$ cat src/sboard_pkg.sv
// Shared widths, types and port structs of the register-file scoreboard, used by scoped name
package sboard_pkg;

	// Register file geometry, 64 registers of 32 bits
	localparam int REG_ADDR_W = 6;
	localparam int DATA_W = 32;

	// Number of writeback sources sharing the two write ports
	localparam int WB_SRC_N = 4;

	typedef logic [REG_ADDR_W-1:0] reg_addr_t;
	typedef logic [DATA_W-1:0] data_t;

	// Instruction entering issue
	typedef struct packed {
		logic valid;
		reg_addr_t dst;
		reg_addr_t src;
		logic dst_rd;
		logic src_rd;
		logic is_div;
	} issue_t;

	// Execute controls for the instruction now held in the operand latch
	typedef struct packed {
		logic exe;
		logic alu_wr;
		logic mov_wr;
		logic imm_ld;
		logic div_start;
	} exec_t;

	// Writeback sources, highest priority first
	typedef enum logic [1:0] {
		WB_ALU = 2'd0,
		WB_MOV = 2'd1,
		WB_IMM = 2'd2,
		WB_DIV = 2'd3
	} wb_src_e;

	// One register-file write port
	typedef struct packed {
		logic en;
		reg_addr_t addr;
		data_t data;
	} rf_write_t;

	// Operands of the latched instruction
	typedef struct packed {
		reg_addr_t dst;
		reg_addr_t src;
		logic dst_rd;
		logic src_rd;
	} operand_t;

endpackage

$ cat src/divide_tracker.sv
// Tracks one in-flight divide from start to writeback and answers the divider's result handshake
`timescale 1ns/1ps

module divide_tracker (
	input logic sys_clk,
	input logic resetl,
	input sboard_pkg::operand_t cur,
	input sboard_pkg::exec_t exec,
	input logic div_req,
	input logic div_grant,
	output logic div_busy,
	output sboard_pkg::reg_addr_t div_addr,
	output logic div_wb_req,
	output logic div_ack
);

	logic start;
	logic req_seen;

	assign start = exec.exe & exec.div_start;

	// Quotient is offered and not yet queued for writeback
	assign req_seen = div_req & div_busy & ~div_wb_req & ~div_ack;

	// Destination of the divide, kept for hazard compare and writeback
	always_ff @(posedge sys_clk) begin
		if (start) begin
			div_addr <= cur.dst;
		end
	end

	always_ff @(posedge sys_clk) begin
		if (!resetl) begin
			div_busy <= 1'b0;
			div_wb_req <= 1'b0;
			div_ack <= 1'b0;
		end else begin
			// Busy from start until the quotient wins a write port
			if (start) begin
				div_busy <= 1'b1;
			end else if (div_grant) begin
				div_busy <= 1'b0;
			end

			// Writeback request waits out back-pressure from the arbiter
			if (div_grant) begin
				div_wb_req <= 1'b0;
			end else if (req_seen) begin
				div_wb_req <= 1'b1;
			end

			// Ack follows the write, released once the divider drops req
			if (div_grant) begin
				div_ack <= 1'b1;
			end else if (!div_req) begin
				div_ack <= 1'b0;
			end
		end
	end

	// Divider waits for ack low before offering the next quotient
	a_req_after_ack: assert property (
		@(posedge sys_clk) disable iff (!resetl)
		div_ack |-> !$rose(div_req)
	);

	// Only one divide in flight, the hazard logic must hold a second one
	a_single_div: assert property (
		@(posedge sys_clk) disable iff (!resetl)
		start |-> !div_busy
	);

endmodule

$ cat src/hazard_check.sv
// Operand hazard compare, forms the core stall from pending ALU and divide destinations
`timescale 1ns/1ps

module hazard_check (
	input sboard_pkg::operand_t cur,
	input logic cur_is_div,
	input logic alu_pend,
	input logic div_busy,
	input sboard_pkg::reg_addr_t alu_addr,
	input sboard_pkg::reg_addr_t div_addr,
	output logic stall
);

	logic dst_alu_hit;
	logic src_alu_hit;
	logic dst_div_hit;
	logic src_div_hit;
	logic alu_wait;
	logic div_wait;
	logic div_unit_wait;

	// Operand compares, qualified by the read enables
	assign dst_alu_hit = cur.dst_rd & (cur.dst == alu_addr);
	assign src_alu_hit = cur.src_rd & (cur.src == alu_addr);
	assign dst_div_hit = cur.dst_rd & (cur.dst == div_addr);
	assign src_div_hit = cur.src_rd & (cur.src == div_addr);

	// ALU result still one cycle from the register file
	assign alu_wait = alu_pend & (dst_alu_hit | src_alu_hit);

	// Operand waits on the quotient
	assign div_wait = div_busy & (dst_div_hit | src_div_hit);

	// Second divide finds the divider occupied
	assign div_unit_wait = div_busy & cur_is_div;

	// Any one cause holds the core
	always_comb begin
		stall = alu_wait | div_wait | div_unit_wait;
	end

endmodule

$ cat src/operand_latch.sv
// Issue stage register, holds the operand addresses of the current instruction for the hazard logic
`timescale 1ns/1ps

module operand_latch (
	input logic sys_clk,
	input logic resetl,
	input sboard_pkg::issue_t issue,
	input logic stall,
	output sboard_pkg::operand_t cur,
	output logic cur_is_div
);

	logic take;

	// New instruction accepted only when the core is not held
	assign take = issue.valid & ~stall;

	always_ff @(posedge sys_clk) begin
		// Addresses only matter while a read enable is set
		if (take) begin
			cur.dst <= issue.dst;
			cur.src <= issue.src;
		end

		if (!resetl) begin
			cur.dst_rd <= 1'b0;
			cur.src_rd <= 1'b0;
			cur_is_div <= 1'b0;
		end else if (!stall) begin
			// Empty issue slot leaves no read enable behind
			cur.dst_rd <= issue.valid & issue.dst_rd;
			cur.src_rd <= issue.valid & issue.src_rd;
			cur_is_div <= issue.valid & issue.is_div;
		end
		// Stalled, everything holds
	end

endmodule

$ cat src/sboard_top.sv
// Scoreboard top level, operand latch feeding hazard check, divide tracker and writeback arbiter
`timescale 1ns/1ps

module sboard_top (
	input logic sys_clk,
	input logic resetl,
	input sboard_pkg::issue_t issue,
	input sboard_pkg::exec_t exec,
	input sboard_pkg::data_t result,
	input sboard_pkg::data_t srcdp,
	input sboard_pkg::data_t imm_data,
	input logic imm_wr,
	input sboard_pkg::data_t quotient,
	input logic div_req,
	output logic stall,
	output logic div_ack,
	output sboard_pkg::rf_write_t rf_dst,
	output sboard_pkg::rf_write_t rf_src
);

	sboard_pkg::operand_t cur;
	logic cur_is_div;
	logic alu_pend;
	sboard_pkg::reg_addr_t alu_addr;
	logic div_busy;
	sboard_pkg::reg_addr_t div_addr;
	logic div_wb_req;
	logic div_grant;

	// Input side
	operand_latch u_operand_latch (
		.sys_clk(sys_clk), .resetl(resetl), .issue(issue), .stall(stall),
		.cur(cur), .cur_is_div(cur_is_div)
	);

	// Hazard compare and stall
	hazard_check u_hazard_check (
		.cur(cur), .cur_is_div(cur_is_div), .alu_pend(alu_pend), .div_busy(div_busy),
		.alu_addr(alu_addr), .div_addr(div_addr), .stall(stall)
	);

	// In-flight divide and divider handshake
	divide_tracker u_divide_tracker (
		.sys_clk(sys_clk), .resetl(resetl), .cur(cur), .exec(exec), .div_req(div_req),
		.div_grant(div_grant), .div_busy(div_busy), .div_addr(div_addr),
		.div_wb_req(div_wb_req), .div_ack(div_ack)
	);

	// Output side, two register-file write ports
	wb_arbiter u_wb_arbiter (
		.sys_clk(sys_clk), .resetl(resetl), .cur(cur), .exec(exec), .imm_wr(imm_wr),
		.div_wb_req(div_wb_req), .div_addr(div_addr), .result(result), .srcdp(srcdp),
		.imm_data(imm_data), .quotient(quotient), .alu_pend(alu_pend),
		.alu_addr(alu_addr), .div_grant(div_grant), .rf_dst(rf_dst), .rf_src(rf_src)
	);

endmodule

$ cat src/wb_arbiter.sv
// Writeback arbiter, ranks ALU, move, immediate and divide onto the two register-file write ports
`timescale 1ns/1ps

module wb_arbiter (
	input logic sys_clk,
	input logic resetl,
	input sboard_pkg::operand_t cur,
	input sboard_pkg::exec_t exec,
	input logic imm_wr,
	input logic div_wb_req,
	input sboard_pkg::reg_addr_t div_addr,
	input sboard_pkg::data_t result,
	input sboard_pkg::data_t srcdp,
	input sboard_pkg::data_t imm_data,
	input sboard_pkg::data_t quotient,
	output logic alu_pend,
	output sboard_pkg::reg_addr_t alu_addr,
	output logic div_grant,
	output sboard_pkg::rf_write_t rf_dst,
	output sboard_pkg::rf_write_t rf_src
);

	sboard_pkg::reg_addr_t imm_addr;
	logic [sboard_pkg::WB_SRC_N-1:0] req;
	sboard_pkg::reg_addr_t req_addr [sboard_pkg::WB_SRC_N];
	sboard_pkg::data_t req_data [sboard_pkg::WB_SRC_N];
	logic dst_hit;
	logic src_hit;
	sboard_pkg::wb_src_e dst_sel;
	sboard_pkg::wb_src_e src_sel;

	// ALU result lands one cycle after exe
	always_ff @(posedge sys_clk) begin
		if (exec.exe && exec.alu_wr) begin
			alu_addr <= cur.dst;
		end
		if (!resetl) begin
			alu_pend <= 1'b0;
		end else begin
			alu_pend <= exec.exe & exec.alu_wr;
		end
	end

	// Immediate destination, written later by imm_wr
	always_ff @(posedge sys_clk) begin
		if (exec.exe && exec.imm_ld) begin
			imm_addr <= cur.dst;
		end
	end

	// Request vector and per-source address and data, indexed by priority
	always_comb begin
		req[sboard_pkg::WB_ALU] = alu_pend;
		req[sboard_pkg::WB_MOV] = exec.exe & exec.mov_wr;
		req[sboard_pkg::WB_IMM] = imm_wr;
		req[sboard_pkg::WB_DIV] = div_wb_req;

		req_addr[sboard_pkg::WB_ALU] = alu_addr;
		req_addr[sboard_pkg::WB_MOV] = cur.dst;
		req_addr[sboard_pkg::WB_IMM] = imm_addr;
		req_addr[sboard_pkg::WB_DIV] = div_addr;

		req_data[sboard_pkg::WB_ALU] = result;
		req_data[sboard_pkg::WB_MOV] = srcdp;
		req_data[sboard_pkg::WB_IMM] = imm_data;
		req_data[sboard_pkg::WB_DIV] = quotient;
	end

	// First active source takes the dst port, second takes the src port
	always_comb begin
		dst_hit = 1'b0;
		src_hit = 1'b0;
		dst_sel = sboard_pkg::WB_ALU;
		src_sel = sboard_pkg::WB_ALU;
		for (int i = 0; i < sboard_pkg::WB_SRC_N; i++) begin
			if (req[i]) begin
				if (!dst_hit) begin
					dst_hit = 1'b1;
					dst_sel = sboard_pkg::wb_src_e'(i);
				end else if (!src_hit) begin
					src_hit = 1'b1;
					src_sel = sboard_pkg::wb_src_e'(i);
				end
			end
		end
	end

	// Divide written this cycle on either port, a third requester waits
	assign div_grant = (dst_hit && dst_sel == sboard_pkg::WB_DIV) ||
		(src_hit && src_sel == sboard_pkg::WB_DIV);

	// Write ports registered, one cycle per winning request
	always_ff @(posedge sys_clk) begin
		rf_dst.addr <= req_addr[dst_sel];
		rf_dst.data <= req_data[dst_sel];
		rf_src.addr <= req_addr[src_sel];
		rf_src.data <= req_data[src_sel];
		if (!resetl) begin
			rf_dst.en <= 1'b0;
			rf_src.en <= 1'b0;
		end else begin
			rf_dst.en <= dst_hit;
			rf_src.en <= src_hit;
		end
	end

	// Only the divide may be back-pressured, the other three always fit
	a_two_fast: assert property (
		@(posedge sys_clk) disable iff (!resetl)
		$countones(req[sboard_pkg::WB_IMM:sboard_pkg::WB_ALU]) <= 2
	);

endmodule
$ cat config.mk
export PLATFORM = sky130hd
export DESIGN_NAME = sboard_top
export DESIGN_NICKNAME = d
export VERILOG_FILES = /design/src/sboard_pkg.sv /design/src/divide_tracker.sv /design/src/hazard_check.sv /design/src/operand_latch.sv /design/src/sboard_top.sv /design/src/wb_arbiter.sv
export SDC_FILE = /design/constraint.sdc
export NUM_CORES = 1
export LEC_CHECK = 0
export ABC_AREA = 1
export BUFFER_PORTS_ARGS = -buffer_cell sky130_fd_sc_hd__buf_2
export CAP_MARGIN = 20
export CORE_AREA = 4 4 153 155
export DETAILED_ROUTE_END_ITERATION = 16
export DIE_AREA = 0 0 157 159
export PLACE_DENSITY = 0.47
export SYNTH_ARGS = -nofsm -noshare
export SYNTH_HDL_FRONTEND = slang
export SYNTH_SLANG_ARGS = --single-unit
$ cat constraint.sdc
create_clock -name sys_clk -period 5.1 [get_ports sys_clk]
set_clock_uncertainty 0.2 [all_clocks]
set_input_delay 0.255 -clock sys_clk [delete_from_list [all_inputs] [get_ports sys_clk]]
set_output_delay 0.255 -clock sys_clk [all_outputs]
set_load 0.02 [all_outputs]
==> results.toml <==
[setup_path]
path_max_fanout = 40
worst_setup_path_end_kind = "flop"
cp-start-kind = "flop"
path_buf_inv = 3
path_delay_family = "buffers and inverters"
worstSetupPathType = "flop to flop"
crit_required_ns = 5.26
arrival_ns = 3.27
cpPeakStageDelay_ns = 0.57
critical-path-slowest-cell = "dlygate4sd3_1"
path_cells = "inv_1 -> ha_1 -> nand2_1 -> o21ai_1 -> nand3_1 -> nand2_2 -> buf_4 -> a21oi_1 -> a32oi_1 -> dlygate4sd3_1"

[yosys]
yosys_warnings = 0
synthMuxAreaShare = 0
synth.distinct_cells = 24
synth_top_family_by_area = "compound AO/OA/AOI/OAI gates"
syn-cell-area_mm2 = 0.00546
ys_ff_latch = 115
synth-simple-area-share = 0.203
syn_inst = 715
syn_area_per_cell_um2 = 7.64
synthesis.nets = 871
synth-xor-area-share = 0.00160
synth_fa_ha_area_frac = 0.00687
synth_compound_area_frac = 0.233
seq_area_frac_synth = 0.477

[floorplanning]
dieArea_mm2 = 0.0250
die_x_um = 157
rows = 54
core_area_mm2 = 0.0218
die_h_um = 159
io_pins = 233
initial_utilization = 0.250

[final_layout]
final_cell_area_mm2 = 0.00886
fin_nets = 1231
final_cell_mix = "buf_2 (232), nand2_1 (192), dlygate4sd3_1 (150)"
final_common_cell = "buf_2"
fill_cells = 2254
insertedDiodeCount = 0
layout-drive-gt1-share = 0.257
synthToLayoutAreaGrowth_pct = 62.3
fin_cells = 1368
multi_input_area_mm2 = 0.00243
ff_latch_area_mm2 = 0.00260

[routing]
drc = 0
dr_total_vias = 6418
avgViaCountPerCell = 4.69
drt-total-wl_um = 21100
drt-pass1-iter-count = 4
first_iter_violations = 419
drtAntennaViolNets = 0
wire_per_inst_um = 15.4

[global_route]
grt.overflow.total = 0
antenna_found_initial = 0
grt_pass1_vias = 6472
grt.total_usage = 0.164
grt_max_degree = 83
grt_pass1_wl_um = 32900

[timing]
rsz0062_at_grt = "false"
period_share = 0.611
setup_tns_ns = 0
setup_violations = 0
hold_viol_final = 0
max_freq_mhz = 321
maxSlewHeadroom = 0.398
tightest_slew_ns = 0.900
slew_violations = 0
min_period_ns = 3.11

[cts]
cts_setup_buffers = 0
clock-root-buffer = "clkbuf_16"
cts_hold_buf = 150
h-tree-depth = 4
cts_tree = "built"
cts_sinks = 115
clkSlewWorstSetupHoldPaths_ns = 0.05
insertion_delay_ns = 0.42
cts_buffer_depth = 2
post_cts_resized = 0
cts_buffers = 17

[placement]
dp_cells = 1186
gp_congestion = 0.852
place_area_mm2 = 0.00676
port_buffers = 232
dp_hpwl_um = 14100

[pwr]
finalPower_mw = 3.05
vdd_drop_max_mv = 0.201
p_leak_nw = 3.98
power_density_mw_per_mm2 = 344

[outcome]
status = "finished clean"

[run]
cap_violations = 0

[hold_path]
min_path_type = "primary input to flop"
Yosys cell counts:
master    count  area, um2
nor3_1        1       5.00
dfxtp_1      85       1700
inv_2         7       26.3
buf_6         4       45.0
o21ai_0      65        325
nand2_2       2       12.5
a21oi_1      60        300
o21ai_1      15       75.1
o22ai_1      33        206
nor2_1       76        285
nand2_1     194        728
xnor2_1       1       8.76
clkbuf_1     10       37.5
a21boi_0      1       7.51
nand4_1       4       25.0
a32oi_1      38        333
ha_1          3       37.5
edfxtp_1     30        901
o211ai_1      2       15.0
a21oi_2       1       8.76
inv_1        40        150
buf_4         4       30.0
buf_2        29        145
nand3_1      10       50.1
metal layers:
| layer | up-vias | track usage | wire length (um) |
|---|---|---|---|
| li1 | 3181 | - | - |
| met1 | 2940 | 0.199 | 8930 |
| met2 | 259 | 0.285 | 10100 |
| met3 | 38 | 0.0342 | 1550 |
| met4 | 0 | 0.0600 | 475 |
| met5 | - | 0 | 0 |
path summary, 6_finish.rpt:
check                        startpoint                    endpoint  slack [ns]  cells past startpoint
max               u_wb_arbiter.alu_pend      u_wb_arbiter.rf_src[5]        1.99                     10
min                           issue[15]      u_operand_latch.cur[1]        0.03                      5
max reg2reg       u_wb_arbiter.alu_pend      u_wb_arbiter.rf_src[5]        1.99                     10
min reg2reg  u_operand_latch.cur_is_div  u_operand_latch.cur_is_div        0.27                      2
cell families (layout without fill, tap and decap cells):
| kind of cell | count (synthesis) | count (layout) |
|---|---|---|
| compound gates | 215 | 215 |
| flops | 115 | 115 |
| buf+inv | 94 | 467 |
| simple gates | 287 | 287 |
| fa+ha+maj | 3 | 3 |
| xor+xnor | 1 | 1 |
cell type report:
class	instances	share of cell area
clock buffer	23	0.0563
clock inverter	9	0.0112
inverter	47	0.0199
multi-input combinational	506	0.274
sequential	115	0.294
tap	280	0.0395
timing repair buffer	388	0.305
metrics by stage:
stage          utilization  hold WS [ns]  setup slack, ns
2_1_floorplan            -         0.154             2.77
6_report             0.406        0.0297             1.99
3_3_place_gp         0.310         0.231             2.41
3_5_place_dp         0.310         0.233             2.38
5_1_grt              0.406        0.0346             1.69
4_1_cts              0.406       0.00396             1.99
sequential cells by signal, indices dropped and copies added, names as in the netlist:
| register | count |
|---|---|
| u_operand_latch.cur | 14 |
| u_divide_tracker.div_addr | 6 |
| u_wb_arbiter.alu_pend | 1 |
| u_operand_latch.cur_is_div | 1 |
| u_divide_tracker.div_ack | 1 |
| u_wb_arbiter.rf_dst | 39 |
| u_wb_arbiter.rf_src | 39 |
| u_divide_tracker.div_busy | 1 |
| u_wb_arbiter.imm_addr | 6 |
| u_wb_arbiter.alu_addr | 6 |
| u_divide_tracker.div_wb_req | 1 |
worst reg2reg max path: stages, from the launching register on:
cell,delay [ns]
dfxtp_1,0.32
inv_1,0.08
ha_1,0.24
nand2_1,0.07
o21ai_1,0.12
nand3_1,0.11
nand2_2,0.54
buf_4,0.53
a21oi_1,0.10
a32oi_1,0.18
dlygate4sd3_1,0.57
report_power, final:
| part | switching, mW | internal, mW |
|---|---|---|
| registers | 0.0417 | 1.05 |
| clock network | 0.440 | 0.783 |
| logic | 0.409 | 0.331 |
Power figures use the tool's default switching activity.
